## src/usb_ahb_pkg.sv

```systemverilog
// register map, transfer size, command and pid enums, bus request and endpoint status structs
package usb_ahb_pkg;

    // bus widths
    localparam int ADDR_W = 4;
    localparam int DATA_W = 32;

    // register map, byte addresses
    // data buffer window 0 to 3
    localparam logic [ADDR_W-1:0] REG_DATA = 4'd0;
    // status window 4 to 5
    localparam logic [ADDR_W-1:0] REG_STATUS = 4'd4;
    // error window 6 to 7
    localparam logic [ADDR_W-1:0] REG_ERROR = 4'd6;
    // buffer occupancy, single byte
    localparam logic [ADDR_W-1:0] REG_OCC = 4'd8;
    // 9 to 11 unused
    localparam logic [ADDR_W-1:0] REG_TX_CTRL = 4'd12;
    localparam logic [ADDR_W-1:0] REG_FLUSH = 4'd13;
    // 14 to 15 unused

    // transfer size as seen on hsize
    // code 0 selects no lanes
    typedef enum logic [1:0] {
        SIZE_BYTE = 2'd1,
        SIZE_HALF = 2'd2,
        SIZE_WORD = 2'd3
    } hsize_e;

    // commands towards the transmitter
    typedef enum logic [2:0] {
        TX_NONE  = 3'd0,
        TX_DATA  = 3'd1,
        TX_ACK   = 3'd2,
        TX_NAK   = 3'd3,
        TX_STALL = 3'd4
    } tx_cmd_e;

    // packet ids reported by the receiver
    typedef enum logic [2:0] {
        RX_OUT = 3'd1,
        RX_IN  = 3'd2,
        RX_ACK = 3'd5,
        RX_NAK = 3'd6
    } rx_pid_e;

    // one ahb-lite address phase
    typedef struct packed {
        // slave select
        logic sel;
        // 1 for write
        logic write;
        // transfer size
        hsize_e size;
        // byte address
        logic [ADDR_W-1:0] addr;
    } ahb_req_t;

    // live endpoint status from receiver and transmitter
    typedef struct packed {
        // last pid seen
        rx_pid_e rx_packet;
        // buffer has rx data waiting
        logic rx_data_ready;
        // receive in progress
        logic rx_active;
        logic rx_error;
        // transmit in progress
        logic tx_active;
        logic tx_error;
    } usb_status_t;

endpackage

```

## src/usb_ahb_write_regs.sv

```systemverilog
// write path: address phase capture, transmit data lanes, transmit command pulse, flush control
`timescale 1ns/10ps

module usb_ahb_write_regs (
    input  logic                            clk,
    input  logic                            n_rst,
    input  usb_ahb_pkg::ahb_req_t           req,
    input  logic [usb_ahb_pkg::DATA_W-1:0]  hwdata,
    output logic [usb_ahb_pkg::DATA_W-1:0]  tx_data,
    output usb_ahb_pkg::tx_cmd_e            tx_packet,
    output logic                            store_tx_data,
    output logic                            clear
);

    // address phase held over into the data phase
    usb_ahb_pkg::ahb_req_t req_q;

    // byte offset inside the data window
    logic [usb_ahb_pkg::ADDR_W-1:0] offset;

    // write decode for the data phase
    logic wr_valid;
    logic wr_data_win;
    logic wr_tx_ctrl;
    logic wr_flush;

    // command code carried in the low bits of hwdata
    usb_ahb_pkg::tx_cmd_e cmd_code;
    logic cmd_upper_zero;

    // next state
    logic [usb_ahb_pkg::DATA_W-1:0] tx_data_next;
    usb_ahb_pkg::tx_cmd_e           tx_packet_next;
    logic                           store_next;
    logic                           clear_next;

    // capture address phase at E0
    always_ff @(posedge clk, negedge n_rst) begin
        if (!n_rst) begin
            req_q <= '0;
        end else begin
            req_q <= req;
        end
    end

    // size 0 writes nothing
    assign wr_valid    = req_q.sel && req_q.write && (req_q.size != 2'b00);
    assign wr_data_win = wr_valid && (req_q.addr < usb_ahb_pkg::REG_STATUS);
    assign wr_tx_ctrl  = wr_valid && (req_q.addr == usb_ahb_pkg::REG_TX_CTRL);
    assign wr_flush    = wr_valid && (req_q.addr == usb_ahb_pkg::REG_FLUSH);

    assign offset = req_q.addr - usb_ahb_pkg::REG_DATA;

    // transmit data lane merge
    always_comb begin
        tx_data_next = tx_data;
        if (wr_data_win) begin
            case (req_q.size)
                usb_ahb_pkg::SIZE_WORD: begin
                    tx_data_next = hwdata;
                end
                usb_ahb_pkg::SIZE_HALF: begin
                    // offsets 2 and 3 land in the upper half
                    if (offset[1]) begin
                        tx_data_next[31:16] = hwdata[15:0];
                    end else begin
                        tx_data_next[15:0] = hwdata[15:0];
                    end
                end
                usb_ahb_pkg::SIZE_BYTE: begin
                    // low byte of hwdata into lane offset
                    tx_data_next[{offset[1:0], 3'b000} +: 8] = hwdata[7:0];
                end
                default: begin
                    tx_data_next = tx_data;
                end
            endcase
        end
    end

    // only an exact command value counts
    assign cmd_code       = usb_ahb_pkg::tx_cmd_e'(hwdata[2:0]);
    assign cmd_upper_zero = (hwdata[usb_ahb_pkg::DATA_W-1:3] == '0);

    // command pulse, defaults back to none every cycle
    always_comb begin
        tx_packet_next = usb_ahb_pkg::TX_NONE;
        store_next     = 1'b0;
        if (wr_tx_ctrl && cmd_upper_zero) begin
            case (cmd_code)
                usb_ahb_pkg::TX_DATA: begin
                    // data packet also stores the word
                    tx_packet_next = usb_ahb_pkg::TX_DATA;
                    store_next     = 1'b1;
                end
                usb_ahb_pkg::TX_ACK,
                usb_ahb_pkg::TX_NAK,
                usb_ahb_pkg::TX_STALL: begin
                    tx_packet_next = cmd_code;
                end
                default: begin
                    tx_packet_next = usb_ahb_pkg::TX_NONE;
                end
            endcase
        end
    end

    // flush level holds until rewritten
    assign clear_next = wr_flush ? hwdata[0] : clear;

    // register updates at E1
    always_ff @(posedge clk, negedge n_rst) begin
        if (!n_rst) begin
            tx_data       <= '0;
            tx_packet     <= usb_ahb_pkg::TX_NONE;
            store_tx_data <= 1'b0;
            clear         <= 1'b0;
        end else begin
            tx_data       <= tx_data_next;
            tx_packet     <= tx_packet_next;
            store_tx_data <= store_next;
            clear         <= clear_next;
        end
    end

    // store strobe only alongside a data packet command
    a_store_is_data : assert property (@(posedge clk) disable iff (!n_rst)
        store_tx_data |-> (tx_packet == usb_ahb_pkg::TX_DATA))
        else $error("store_tx_data without TX_DATA command");

    // transmitter never sees a code outside the command set
    a_tx_cmd_defined : assert property (@(posedge clk) disable iff (!n_rst)
        tx_packet inside {usb_ahb_pkg::TX_NONE, usb_ahb_pkg::TX_DATA, usb_ahb_pkg::TX_ACK,
                          usb_ahb_pkg::TX_NAK, usb_ahb_pkg::TX_STALL})
        else $error("tx_packet holds an undefined code");

endmodule

```

## src/usb_ahb_read_resp.sv

```systemverilog
// read path: status words, lane select read mux, error response, fetch strobe, hsize delay
`timescale 1ns/10ps

module usb_ahb_read_resp #(
    parameter int OCC_WIDTH = 6
) (
    input  logic                            clk,
    input  logic                            n_rst,
    input  usb_ahb_pkg::ahb_req_t           req,
    input  usb_ahb_pkg::usb_status_t        status,
    input  logic [OCC_WIDTH-1:0]            buffer_occupancy,
    input  logic [usb_ahb_pkg::DATA_W-1:0]  rx_data,
    input  usb_ahb_pkg::tx_cmd_e            tx_packet,
    input  logic                            clear,
    output logic [usb_ahb_pkg::DATA_W-1:0]  hrdata,
    output logic                            hresp,
    output logic                            get_rx_data,
    output logic [1:0]                      hsize_out
);

    // assembled register words
    logic [usb_ahb_pkg::DATA_W-1:0] status_word;
    logic [usb_ahb_pkg::DATA_W-1:0] error_word;
    logic [usb_ahb_pkg::DATA_W-1:0] occ_word;

    // window decode
    logic [usb_ahb_pkg::DATA_W-1:0] reg_word;
    logic [usb_ahb_pkg::ADDR_W-1:0] reg_base;
    logic [usb_ahb_pkg::ADDR_W-1:0] offset;
    logic                           win_hit;

    // read mux result and qualifiers
    logic [usb_ahb_pkg::DATA_W-1:0] rd_data;
    logic                           rd_valid;
    logic                           fetch_next;

    // error decode
    logic unused_addr;
    logic ro_addr;

    // first stage of hsize delay
    logic [1:0] size_d1;

    // pick lanes of a register word, result right aligned
    function automatic logic [usb_ahb_pkg::DATA_W-1:0] lane_select(
        input logic [usb_ahb_pkg::DATA_W-1:0] word,
        input usb_ahb_pkg::hsize_e            size,
        input logic [1:0]                     off
    );
        logic [usb_ahb_pkg::DATA_W-1:0] result;
        result = '0;
        case (size)
            usb_ahb_pkg::SIZE_WORD: result = word;
            // half that holds the offset
            usb_ahb_pkg::SIZE_HALF: result[15:0] = off[1] ? word[31:16] : word[15:0];
            usb_ahb_pkg::SIZE_BYTE: result[7:0] = word[{off, 3'b000} +: 8];
            default: result = '0;
        endcase
        return result;
    endfunction

    // status word, pid decoded to one-hot flags
    always_comb begin
        status_word    = '0;
        status_word[0] = status.rx_data_ready;
        case (status.rx_packet)
            usb_ahb_pkg::RX_IN:  status_word[1] = 1'b1;
            usb_ahb_pkg::RX_OUT: status_word[2] = 1'b1;
            usb_ahb_pkg::RX_ACK: status_word[3] = 1'b1;
            usb_ahb_pkg::RX_NAK: status_word[4] = 1'b1;
            default: status_word[4:1] = 4'b0000;
        endcase
        status_word[8] = status.rx_active;
        status_word[9] = status.tx_active;
    end

    // rx error in byte 0, tx error in byte 1
    assign error_word = {{(usb_ahb_pkg::DATA_W-9){1'b0}}, status.tx_error, 7'b0000000,
                         status.rx_error};

    assign occ_word = {{(usb_ahb_pkg::DATA_W-OCC_WIDTH){1'b0}}, buffer_occupancy};

    // which windowed register, and its base
    always_comb begin
        reg_word = '0;
        reg_base = usb_ahb_pkg::REG_DATA;
        win_hit  = 1'b1;
        if (req.addr < usb_ahb_pkg::REG_STATUS) begin
            reg_word = rx_data;
            reg_base = usb_ahb_pkg::REG_DATA;
        end else if (req.addr < usb_ahb_pkg::REG_ERROR) begin
            reg_word = status_word;
            reg_base = usb_ahb_pkg::REG_STATUS;
        end else if (req.addr < usb_ahb_pkg::REG_OCC) begin
            reg_word = error_word;
            reg_base = usb_ahb_pkg::REG_ERROR;
        end else if (req.addr == usb_ahb_pkg::REG_OCC) begin
            reg_word = occ_word;
            reg_base = usb_ahb_pkg::REG_OCC;
        end else begin
            win_hit = 1'b0;
        end
    end

    // same lane rule for every window
    assign offset = req.addr - reg_base;

    // read mux
    always_comb begin
        rd_data = '0;
        if (win_hit) begin
            rd_data = lane_select(reg_word, req.size, offset[1:0]);
        end else if (req.addr == usb_ahb_pkg::REG_TX_CTRL) begin
            // control registers ignore size
            rd_data = {{(usb_ahb_pkg::DATA_W-3){1'b0}}, tx_packet};
        end else if (req.addr == usb_ahb_pkg::REG_FLUSH) begin
            rd_data = {{(usb_ahb_pkg::DATA_W-1){1'b0}}, clear};
        end
    end

    assign rd_valid = req.sel && !req.write;

    // holes 9..11 and 14..15
    assign unused_addr = ((req.addr > usb_ahb_pkg::REG_OCC) &&
                          (req.addr < usb_ahb_pkg::REG_TX_CTRL)) ||
                         (req.addr > usb_ahb_pkg::REG_FLUSH);
    // status, error and occupancy are read only
    assign ro_addr = (req.addr >= usb_ahb_pkg::REG_STATUS) &&
                     (req.addr <= usb_ahb_pkg::REG_OCC);

    // address phase error, combinational
    assign hresp = req.sel && (unused_addr || (req.write && ro_addr));

    // fetch next word from buffer on a data window read
    assign fetch_next = rd_valid && (req.addr < usb_ahb_pkg::REG_STATUS) &&
                        status.rx_data_ready;

    always_ff @(posedge clk, negedge n_rst) begin
        if (!n_rst) begin
            hrdata      <= '0;
            get_rx_data <= 1'b0;
            size_d1     <= 2'b00;
            hsize_out   <= 2'b00;
        end else begin
            // zero whenever no read was sampled
            hrdata      <= rd_valid ? rd_data : '0;
            get_rx_data <= fetch_next;
            // two stage size delay
            size_d1     <= req.size;
            hsize_out   <= size_d1;
        end
    end

    // strobe only follows a read sampled while data was ready
    a_fetch_after_read : assert property (@(posedge clk) disable iff (!n_rst)
        get_rx_data |-> $past(status.rx_data_ready && req.sel && !req.write))
        else $error("get_rx_data without a preceding ready read");

endmodule

```

## src/usb_ahb_slave.sv

```systemverilog
// top level: bus and endpoint packing, write path and read path instances
`timescale 1ns/10ps

module usb_ahb_slave #(
    parameter int OCC_WIDTH = 6
) (
    input  logic                            clk,
    input  logic                            n_rst,
    // ahb-lite bus
    input  logic                            hsel,
    input  logic                            hwrite,
    input  logic [1:0]                      hsize,
    input  logic [usb_ahb_pkg::ADDR_W-1:0]  haddr,
    input  logic [usb_ahb_pkg::DATA_W-1:0]  hwdata,
    output logic [usb_ahb_pkg::DATA_W-1:0]  hrdata,
    output logic                            hresp,
    output logic [1:0]                      hsize_out,
    // receiver
    input  logic [2:0]                      rx_packet,
    input  logic                            rx_data_ready,
    input  logic                            rx_transfer_active,
    input  logic                            rx_error,
    // transmitter
    input  logic                            tx_transfer_active,
    input  logic                            tx_error,
    output logic [2:0]                      tx_packet,
    // data buffer
    input  logic [OCC_WIDTH-1:0]            buffer_occupancy,
    input  logic [usb_ahb_pkg::DATA_W-1:0]  rx_data,
    output logic                            get_rx_data,
    output logic                            store_tx_data,
    output logic                            clear,
    output logic [usb_ahb_pkg::DATA_W-1:0]  tx_data
);

    // bundled bus request and endpoint status
    usb_ahb_pkg::ahb_req_t    req;
    usb_ahb_pkg::usb_status_t status;

    // command from write path, also read back
    usb_ahb_pkg::tx_cmd_e tx_cmd;

    assign req.sel   = hsel;
    assign req.write = hwrite;
    assign req.size  = usb_ahb_pkg::hsize_e'(hsize);
    assign req.addr  = haddr;

    assign status.rx_packet     = usb_ahb_pkg::rx_pid_e'(rx_packet);
    assign status.rx_data_ready = rx_data_ready;
    assign status.rx_active     = rx_transfer_active;
    assign status.rx_error      = rx_error;
    assign status.tx_active     = tx_transfer_active;
    assign status.tx_error      = tx_error;

    assign tx_packet = tx_cmd;

    // registers written over the bus
    usb_ahb_write_regs u_write_regs (
        .clk           (clk),
        .n_rst         (n_rst),
        .req           (req),
        .hwdata        (hwdata),
        .tx_data       (tx_data),
        .tx_packet     (tx_cmd),
        .store_tx_data (store_tx_data),
        .clear         (clear)
    );

    // read data, error response and buffer fetch
    usb_ahb_read_resp #(
        .OCC_WIDTH (OCC_WIDTH)
    ) u_read_resp (
        .clk              (clk),
        .n_rst            (n_rst),
        .req              (req),
        .status           (status),
        .buffer_occupancy (buffer_occupancy),
        .rx_data          (rx_data),
        .tx_packet        (tx_cmd),
        .clear            (clear),
        .hrdata           (hrdata),
        .hresp            (hresp),
        .get_rx_data      (get_rx_data),
        .hsize_out        (hsize_out)
    );

endmodule

```

## config.mk

```make
export PLATFORM = sky130hd
export DESIGN_NAME = usb_ahb_slave
export DESIGN_NICKNAME = d
export VERILOG_FILES = /design/src/usb_ahb_pkg.sv /design/src/usb_ahb_write_regs.sv /design/src/usb_ahb_read_resp.sv /design/src/usb_ahb_slave.sv
export SDC_FILE = /design/constraint.sdc
export NUM_CORES = 1
export LEC_CHECK = 0
export ABC_AREA = 1
export BUFFER_PORTS_ARGS = -buffer_cell sky130_fd_sc_hd__buf_4
export CAP_MARGIN = 20
export CORE_MARGIN = 2
export CORE_UTILIZATION = 45
export DETAILED_ROUTE_END_ITERATION = 8
export PLACE_DENSITY = 0.73
export SETUP_SLACK_MARGIN = 0.02
export SYNTH_ARGS = -nofsm -noshare
export SYNTH_HDL_FRONTEND = slang
export SYNTH_SLANG_ARGS = --single-unit
```

## constraint.sdc

```tcl
create_clock -name clk -period 2.5 [get_ports clk]
set_clock_uncertainty 0.15 [all_clocks]
set_input_delay 0.375 -clock clk [delete_from_list [all_inputs] [get_ports clk]]
set_output_delay 0.375 -clock clk [all_outputs]
set_load 0.03 [all_outputs]
```

Word-level counts from Yosys, hierarchy flattened
Cells that the tools add are included.
{"block": "totals", "inputBits": 88, "elab_cells": 100, "regBits": 80}
{"block": "op_classes", "n_shift": 3, "add_sub_neg": 2, "n_eq_ne": 21, "reduce_logical": 22, "n_lt_le_gt_ge": 9, "mux": 31}
{"cell": "$mux 32", "n": 6}
{"cell": "$pmux 32 s3", "n": 1}
{"cell": "$mux 16", "n": 4}
{"cell": "$bwmux 32", "n": 1}
{"cell": "$shift 8x7->32 const A", "n": 1}
{"cell": "$shiftx 32x6->8", "n": 1}
{"cell": "$shiftx 8x7->32", "n": 1}
{"cell": "$logic_not 29->1", "n": 1}
{"cell": "$pmux 8 s3", "n": 1}
{"cell": "$eq 4x4->1 const B", "n": 5}
{"cell": "$pmux 8 s2", "n": 1}
{"cell": "$logic_and 1x1->1", "n": 13}
{"cell": "$lt 4x3->1 const B", "n": 3}
{"cell": "$mux 1", "n": 11}
{"cell": "$eq 3x2->1 const B", "n": 3}
{"cell": "$eq 3x3->1 const B", "n": 3}
{"cell": "$eq 2x2->1 const B", "n": 4}
{"cell": "$gt 4x4->1 const B", "n": 2}
{"cell": "$lt 4x4->1 const B", "n": 2}
{"cell": "$neg 5->7", "n": 1}
{"cell": "$eq 3x1->1 const B", "n": 2}
{"cell": "$mux 2", "n": 3}
{"cell": "$mux 6", "n": 1}
{"cell": "$pmux 3 s2", "n": 1}
{"cell": "13 further kinds", "n": 16}

Longest topological paths before layout
Gate-level depths: netlist (run 1).
{"block": "depth", "word_depth": 9, "depth_mapped": 12, "depth_no_buf": 11}

Hierarchy
Synthesis (run 1) repeated with hierarchy kept, for this count alone.
{"block": "unflattened", "hier_cells": 755, "area_unflattened_um2": 5037.3}
{"mod": "usb_ahb_write_regs", "cells_each": 473, "instances": 1, "area_each_um2": 2959.1}
{"mod": "usb_ahb_read_resp", "cells_each": 282, "instances": 1, "area_each_um2": 2078.2}

Least setup slack after synthesis (run 1)
No wires, ideal clock.
{"block": "synth_timing", "kind": "in2out", "startpoint": "in haddr[3] (netlist bit)", "endpoint": "out hresp", "t_required_ns": 1.975, "stages": 7, "path_slack_ns": 0.362, "n_path_buf": 3, "arrival_ns": 1.613, "cell_sequence": "buf_2 nor2_4 inv_2 buf_2 buf_2 nand3_1 a21oi_1"}
{"block": "synth_via", "elab_chain_len": 5}
{"element": "from (decl)", "line": "usb_ahb_slave.sv:13", "text": "input logic [usb_ahb_pkg::ADDR_W-1:0] haddr,"}
{"element": "$gt 4x4->1 (tied with other cells)", "line": "usb_ahb_read_resp.sv:124", "text": "assign unused_addr = ((req.addr > usb_ahb_pkg::REG_OCC) &&"}
{"element": "$logic_and 1x1->1 (on tied branches)", "line": "usb_ahb_read_resp.sv:124, usb_ahb_read_resp.sv:128"}
{"element": "$logic_or 1x1->1 / $logic_and 1x1->1 (equally long branches)", "line": "usb_ahb_read_resp.sv:125, usb_ahb_read_resp.sv:132"}
{"element": "$logic_or 1x1->1 *", "line": "usb_ahb_read_resp.sv:132", "text": "assign hresp = req.sel && (unused_addr || (req.write && ro_addr));"}
{"element": "$logic_and 1x1->1 *", "line": "usb_ahb_read_resp.sv:132"}
{"element": "to (decl)", "line": "usb_ahb_slave.sv:16", "text": "output logic hresp,"}
Every way passes the cells marked *; elsewhere a longest branch is shown, timed or not.

Worst setup path after layout (run 1)
{"block": "layout_timing", "startpoint": "reg u_write_regs.req_q[0] (netlist bit)", "endpoint": "reg u_write_regs.tx_data[17] (netlist bit)"}
{"block": "layout_via", "elab_chain_len": 4}
{"element": "from (decl)", "line": "usb_ahb_write_regs.sv:16", "text": "usb_ahb_pkg::ahb_req_t req_q;"}
{"element": "from (signal assigned)", "line": "usb_ahb_write_regs.sv:42", "text": "req_q <= req;"}
{"element": "$neg 5->7", "line": "usb_ahb_write_regs.sv:72", "text": "tx_data_next[{offset[1:0], 3'b000} +: 8] = hwdata[7:0];"}
{"element": "$shiftx 8x7->32 / $shift 8x7->32 (equally long branches)", "line": "usb_ahb_write_regs.sv:72"}
{"element": "$bwmux 32", "line": "usb_ahb_write_regs.sv:72"}
{"element": "$pmux 32 s3", "line": "usb_ahb_write_regs.sv:58", "text": "case (req_q.size)"}
{"element": "to (signal assigned)", "line": "usb_ahb_write_regs.sv:119", "text": "tx_data <= tx_data_next;"}
{"element": "to (decl)", "line": "usb_ahb_write_regs.sv:9", "text": "output logic [usb_ahb_pkg::DATA_W-1:0] tx_data,"}
Parallel ways exist; a longest one is shown, timed or not.
A chain may end at the register's enable or synchronous reset.

==> results of run 1 <==
-- worst paths after layout --
check                                      endpoint                    from  cells after the start
setup / recovery           u_write_regs.tx_data[17]   u_write_regs.req_q[0]                      8
hold / removal                u_write_regs.req_q[0]                haddr[0]                      1
setup reg to reg           u_write_regs.tx_data[17]   u_write_regs.req_q[0]                      8
hold reg to reg            u_read_resp.hsize_out[0]  u_read_resp.size_d1[0]                      0
max in group asynchronous    u_read_resp.hrdata[21]                   n_rst                      3
min in group asynchronous  u_write_regs.tx_data[12]                   n_rst                      2
-- Yosys cell counts --
cell type	count
a22oi_1	1
nand2_1	131
nor3_1	5
buf_4	1
dfrtp_1	80
o22ai_1	57
clkbuf_1	20
a21oi_1	28
nor2_4	1
o21ai_4	1
or2_2	2
ha_1	8
nand4_1	8
a22o_1	1
nand3b_1	1
nor4_1	3
buf_6	1
o21a_1	1
a21boi_0	20
o21ai_0	31
a221oi_1	1
clkinv_1	2
o21ai_1	7
buf_2	8
o31ai_1	1
inv_2	5
inv_1	75
o211ai_1	5
nand3_1	45
a31oi_1	6
nor2_1	61
-- logic make-up (layout without fill, tap and decap cells) --
family	count (synthesis)	in the layout	synth area share, %
flops	80	80	43.7
fa+ha+maj	8	8	2.18
compound gates	160	160	21.1
buf+inv	112	275	9.64
simple gates	257	257	23.4
-- critical path: cells and delay by family (launching register included) --
family                   cells  cell delay (ps)
AO/OA/AOI/OAI                2              360
buffers and inverters        1              200
AND/OR/NAND/NOR              4              600
flip-flops                   1              510
adder cells (fa/ha/maj)      1              390
-- layout by cell type (no fill, tap or decap), types with 5 or more instances in the layout --
| cell | netlist | routed |
|---|---|---|
| a31oi_1 | 6 | 6 |
| ha_1 | 8 | 8 |
| nand4_1 | 8 | 8 |
| nor3_1 | 5 | 5 |
| o21ai_0 | 31 | 31 |
| dfrtp_1 | 80 | 80 |
| a21boi_0 | 20 | 20 |
| inv_2 | 5 | 5 |
| dlygate4sd3_1 | 0 | 5 |
| o22ai_1 | 57 | 57 |
| clkbuf_8 | 0 | 9 |
| nand3_1 | 45 | 45 |
| nand2_1 | 131 | 131 |
| a21oi_1 | 28 | 26 |
| nor2_1 | 61 | 61 |
| o211ai_1 | 5 | 5 |
| o21ai_1 | 7 | 7 |
| inv_1 | 75 | 75 |
| buf_4 | 1 | 171 |
-- layout make-up --
cell class	count	area [sq um]
sequential	80	2000
timing repair buffer	177	1350
fill	901	3590
tap	133	166
clock inverter	7	120
inverter	82	308
clock buffer	9	124
multi-input combinational	425	2150
-- state kept, by name (all words and copies together) (netlist names) --
| signal | count |
|---|---|
| u_read_resp.get_rx_data | 1 |
| u_read_resp.hrdata | 32 |
| u_read_resp.hsize_out | 2 |
| u_read_resp.size_d1 | 2 |
| u_write_regs.clear | 1 |
| u_write_regs.req_q | 6 |
| u_write_regs.store_tx_data | 1 |
| u_write_regs.tx_data | 32 |
| u_write_regs.tx_packet | 3 |
-- metal layers --
layer  routed length, um  part of all wire (%)  vias to the layer above
met1                5890                    39                     2308
li1                    -                     -                     2382
met3                1470                   9.8                       51
met5                   0                     0                        -
met4                 601                   4.0                        0
met2                7140                    47                      275
-- what timing repair did --
item / in CTS / in global routing
resized for setup: 1 / 0
hold endpoints to repair: 44 / 0
setup endpoints to repair: 1 / 8
hold buffers: 5 / 0
buffers inserted: 0 / 1
-- through the flow --
stage / power [uW] / utilization [%] / setup slack [ps]
floorplan: 2370 / - / 362
global placement: 2900 / 60.3 / 211
detailed placement: 2930 / 60.3 / 37.0
CTS: 4110 / 63.4 / 227
global route: 4290 / 63.4 / 39.8
finish: 4110 / 63.4 / 222
-- where the power goes --
part	switching, uW	internal, uW
Combinational	838	529
Clock	521	665
Sequential	101	1450
==> out/qor.txt, run 1 <==
Status = complete, no violations
Peak Freq = 439 MHz
Share of the synthesized area in the top cell type = 43.7%
Critical Path AT = 2430 ps
Setup TNS = 0 ps
Non-filler cells, final = 913
Crit path max fanout = 11
Global route total overflow = 0
Gr busiest metal = met2
Synth top area cells = dfrtp_1, nand2_1, o22ai_1
Clk buf depth = 2
Avg WL per Cell = 16.5 um
Core area = 9820 sq um
Hold Path Class = primary input to register
Crit path time final = 2280 ps
Distinct cells, synth = 31
CP Launch Type = register
Final Hold Fails = 0
RePlAce Congestion = 0.918
Initial antenna violation count = 0
Die height = 105 um
Final net count = 871
Die Wd = 105 um
Worst path most repeated cell = nand2_1
ANT cells = 0
Max-slew violations = 0
CTS tree = done
Placed cell area = 5920 sq um
Max stage delay on crit path = 510 ps
Initial Util = 46.7%
Fin crit share = 91.1%
Design area = 6230 sq um
Placed Instances = 891
Post-DRT Antenna Nets = 0
Endpoint required time on the critical path = 2650 ps
IO Pins = 161
Slew margin rel. = 49.8%
Final wirelength = 15100 um
Post-Syn Instances = 617
Global-route wire length before repair = 24300 um
Hold slack = 40.0 ps
RSZ-0062 raised after global routing = no
TritonCTS Sinks = 80
TritonCTS Buffers = 9
Cell taking the most area after synthesis = dfrtp_1
Router iterations before antenna repair = 6
Worst-Skew Late Latency = 370 ps
CP max stage cell = dfrtp_1
Critical path cell sequence = inv_1 -> ha_1 -> nand4_1 -> o22ai_1 -> nand2_1 -> nand2_1 -> nand2_1 -> o22ai_1
Sequential share of the synthesized area = 43.7%
Ratio of cells with drive above 1 in the final layout = 25.5%
Post-Syn Area = 4580 sq um
Clk slew on worst S/H paths = 90 ps
Flop2flop setup slack = 220 ps
Remaining DRCs = 0
Port bufs = 160
#FFs+latches synth = 80
Largest net degree at the start of global routing = 43
Area delta synth->final = 35.9%
Die area = 11000 sq um
DR vias/cell = 5.49
Crit. End Element = register
Post-Syn Nets = 713
GRT met2 Usage = 45.2%
Vias in the first global route = 4956
Met3 GRT Util = 7.24%
Static Leak = 0.00316 uW
H-tree depth = 3
Yosys warns = 0
GRT Util Overall = 27.8%
GR Util met1 = 34.3%
Setup CP Type = register to register
Clock Root Buffer = clkbuf_8
Drt initial violations = 254
Post-DP HPWL = 11100 um
Worst-margin pin slew = 752 ps
VDD IR max = 0.000311 V
Cell Rows = 36
Syn avg cell area = 7.43 sq um
Power per cell area = 660 nW/um^2
Final setup fails = 0
DR vias = 5016
Max_cap viols = 0
Note: power is estimated with default switching activity, not from simulation.
==> run 2, diff against run 1 <==
--- a/config.mk
+++ b/config.mk
@@ -5,7 +5,6 @@
 export SDC_FILE = /design/constraint.sdc
 export NUM_CORES = 1
 export LEC_CHECK = 0
-export ABC_AREA = 1
 export BUFFER_PORTS_ARGS = -buffer_cell sky130_fd_sc_hd__buf_4
 export CAP_MARGIN = 20
 export CORE_MARGIN = 2
==> run 2 against run 1 <==
  * Via count is 11% lower
  * Combinational power is 7% lower
  * Total power is 6.8% lower
  * Worst hold slack better by 40 ps
  * Register-to-register slack better by 140 ps
  * Count of clock-buffer cells in the layout stayed put
  * Global-route usage is 1.3 points lower
  * Sequential cell count stayed put
  * Wire length is 4.5% lower
  * Worst setup slack worse by 64 ps
  * Largest power group unchanged
==> out/qor.txt, run 2 <==
Status = complete, no violations
Post-DP HPWL = 10600 um (-4.1%)
Syn avg cell area = 9.72 sq um (+31%)
Max_cap viols = 0 (unchanged)
Crit path time final = 2340 ps (+63.6 ps)
Critical Path AT = 1820 ps (-610 ps)
Fin crit share = 93.7% (+2.5 points)
GRT Util Overall = 26.5% (-1.3 points)
IO Pins = 161 (unchanged)
Top layer used by detailed routing = met4
CTS tree = done
Die height = 104 um (-0.67%)
WL met3 = 1250 um (-15%)
RePlAce Congestion = 0.913 (-0.59%)
Number of synthesized flops with an enable pin = 0 (unchanged)
Post-Syn Nets = 561 (-21%)
Placed Instances = 740 (-17%)
DR vias/cell = 5.88 (+7.0%)
Distinct cells, synth = 61 (+97%)
Ratio of cells with drive above 1 in the final layout = 32.7% (+7.2 points)
Crit. End Element = output port
Placed cell area = 5860 sq um (-0.97%)
Max-slew violations = 0 (unchanged)
Area delta synth->final = 34.8%
Hold Path Class = primary input to register
Most common cell after layout, fill and taps aside = buf_4
Core area = 9770 sq um (-0.46%)
Post-synth top cells = dfrtp_1, nand2_1, nor2_1
#FFs+latches synth = 80 (unchanged)
Yosys warns = 0 (unchanged)
Non-filler cells, final = 759 (-17%)
Crit path max fanout = 5 (-6)
TritonCTS Sinks = 80 (unchanged)
Synth async-reset ratio = 100% (unchanged)
Setup TNS = 0 ps (unchanged)
Initial Util = 46.2% (-0.44 points)
Clk slew on worst S/H paths = 90 ps (about the same)
Port bufs = 160 (unchanged)
Met2 Wirelength = 6810 um (-4.6%)
Hold slack = 80.0 ps (+40.0 ps)
Post-Syn Area = 4520 sq um (-1.4%)
Highest-count cells in the layout ignoring fill and taps = buf_4, dfrtp_1, nor2_1, nand2_1, a22o_1
Vias in the first global route = 4376 (-12%)
Clock Root Buffer = clkbuf_8
ANT cells = 0 (unchanged)
Final net count = 717 (-18%)
RSZ-0062 raised after global routing = no
H-tree depth = 3 (unchanged)
CP Launch Type = primary input
Synth top area cells = dfrtp_1, a22o_1, a221oi_1
Share of the synthesized area in the top cell type = 44.3% (+0.62 points)
TritonCTS Buffers = 9 (unchanged)
VDD IR max = 0.000297 V (-4.2%)
Die area = 10900 sq um (-1.3%)
Worst-margin pin slew = 702 ps (-50.1 ps)
Design area = 6090 sq um (-2.2%)
Peak Freq = 427 MHz (-2.7%)
Router iterations before antenna repair = 6 (unchanged)
Slew margin rel. = 53.1% (+3.4 points)
Static Leak = 0.00293 uW (-7.4%)
Die Wd = 104 um (-0.67%)
Worst-Skew Late Latency = 360 ps (about the same)
Worst setup margin = 158 ps (-63.6 ps)
Endpoint required time on the critical path = 1980 ps (-670 ps)
Sequential share of the synthesized area = 44.3% (+0.62 points)
Avg WL per Cell = 19.0 um (+15%)
Global route total overflow = 0 (unchanged)
Post-DRT Antenna Nets = 0 (unchanged)
Clk buf depth = 2 (unchanged)
Largest regs = u_read_resp.hrdata: 32 flops, u_write_regs.tx_data: 32 flops, u_write_regs.req_q: 6 flops
Post-Syn Instances = 465 (-25%)
Final wirelength = 14400 um (-4.5%)
Filler cell count = 853 (-5.3%)
Setup CP Type = primary input to output port
Power per cell area = 628 nW/um^2 (-4.7%)
Most frequent cell after synthesis = dfrtp_1
Post-synth top flop = dfrtp_1
Drt initial violations = 320 (+26%)
Cell taking the most area after synthesis = dfrtp_1
Number of setup buffers added after CTS = 0 (unchanged)
Cell Rows = 36 (unchanged)
DR vias = 4461 (-11%)
Final Hold Fails = 0 (unchanged)
WL met1 = 5930 um (+0.83%)
Remaining DRCs = 0 (unchanged)
Final setup fails = 0 (unchanged)
DP Worst Slack = 359 ps (+322 ps)
Global-route wire length before repair = 23000 um (-5.6%)
Largest net degree at the start of global routing = 55 (+28%)
Initial antenna violation count = 0 (unchanged)
-- run 2: cell types whose count changed in the layout (fill, tap and decap cells not counted), moves of 17 or more --
cell | previous run | this run
nand3_1 | 45 | 7
o31ai_1 | 1 | 18
o22ai_1 | 57 | 3
inv_1 | 75 | 14
nand2_1 | 131 | 37
nor2_1 | 61 | 37
nor2b_1 | 0 | 19
o21ai_0 | 31 | 13
and2_1 | 0 | 19
a21boi_0 | 20 | 1
a22o_1 | 1 | 24
a221oi_1 | 1 | 18
-- run 2: area by class of cell --
cell class | instances | area [sq um] | area share (%)
clock inverter | 7 | 77.6 | 1.27
clock buffer | 9 | 124 | 2.03
sequential | 80 | 2000 | 32.9
timing repair buffer | 181 | 1380 | 22.6
tap | 133 | 166 | 2.73
inverter | 14 | 52.6 | 0.862
multi-input combinational | 335 | 2290 | 37.6
-- run 2: through the flow --
step	power [uW]	util, %
2_1_floorplan	2310	-
3_3_place_gp	2820	60.0
3_5_place_dp	2850	60.0
4_1_cts	3840	62.3
5_1_grt	4010	62.3
6_report	3830	62.3
-- run 2: repair_timing --
| action | 4_1_cts | 5_1_grt |
|---|---|---|
| resized for setup | 0 | 0 |
| hold buffers | 3 | 0 |
| hold endpoints to repair | 55 | 0 |
-- run 2: kinds of logic (layout without fill, tap and decap cells) --
| family | after synthesis | in the layout | share of synthesized area, % |
|---|---|---|---|
| AOI/OAI and AO/OA | 144 | 144 | 24.1 |
| adders and majority gates | 8 | 8 | 2.21 |
| muxes | 18 | 18 | 4.68 |
| and+or+nand+nor | 165 | 165 | 19.7 |
| buffers and inverters | 50 | 211 | 4.98 |
| DFF | 80 | 80 | 44.3 |
-- run 2: final timing paths --
path	start	end	slack [ps]	depth (start not counted)
max	hwrite	hresp	160	7
min	hsize[0]	u_read_resp.size_d1[0]	80	1
max reg2reg	u_write_regs.req_q[0]	u_write_regs.tx_data[29]	360	7
min reg2reg	u_read_resp.size_d1[0]	u_read_resp.hsize_out[0]	290	0
max in group asynchronous	n_rst	u_write_regs.tx_data[22]	1170	3
min in group asynchronous	n_rst	u_read_resp.hrdata[21]	450	2
-- run 2: critical path: stages --
cell and delay (ps):
dlygate4sd3_1 550, buf_4 130, nor2_1 40, a21oi_1 120, nor2_1 50, nor3b_1 310
buf_4 230
-- run 2: routing by layer --
metal | vias to the layer above | GRT usage, %
met3 | 35 | 5.95
li1 | 2053 | -
met2 | 249 | 41.8
met5 | - | 0
met1 | 2124 | 35.4
met4 | 0 | 10.8
-- run 2: where the power goes --
| group | switching, uW | internal [uW] |
|---|---|---|
| Combinational | 725 | 547 |
| Sequential | 122 | 1440 |
| Clock | 519 | 474 |
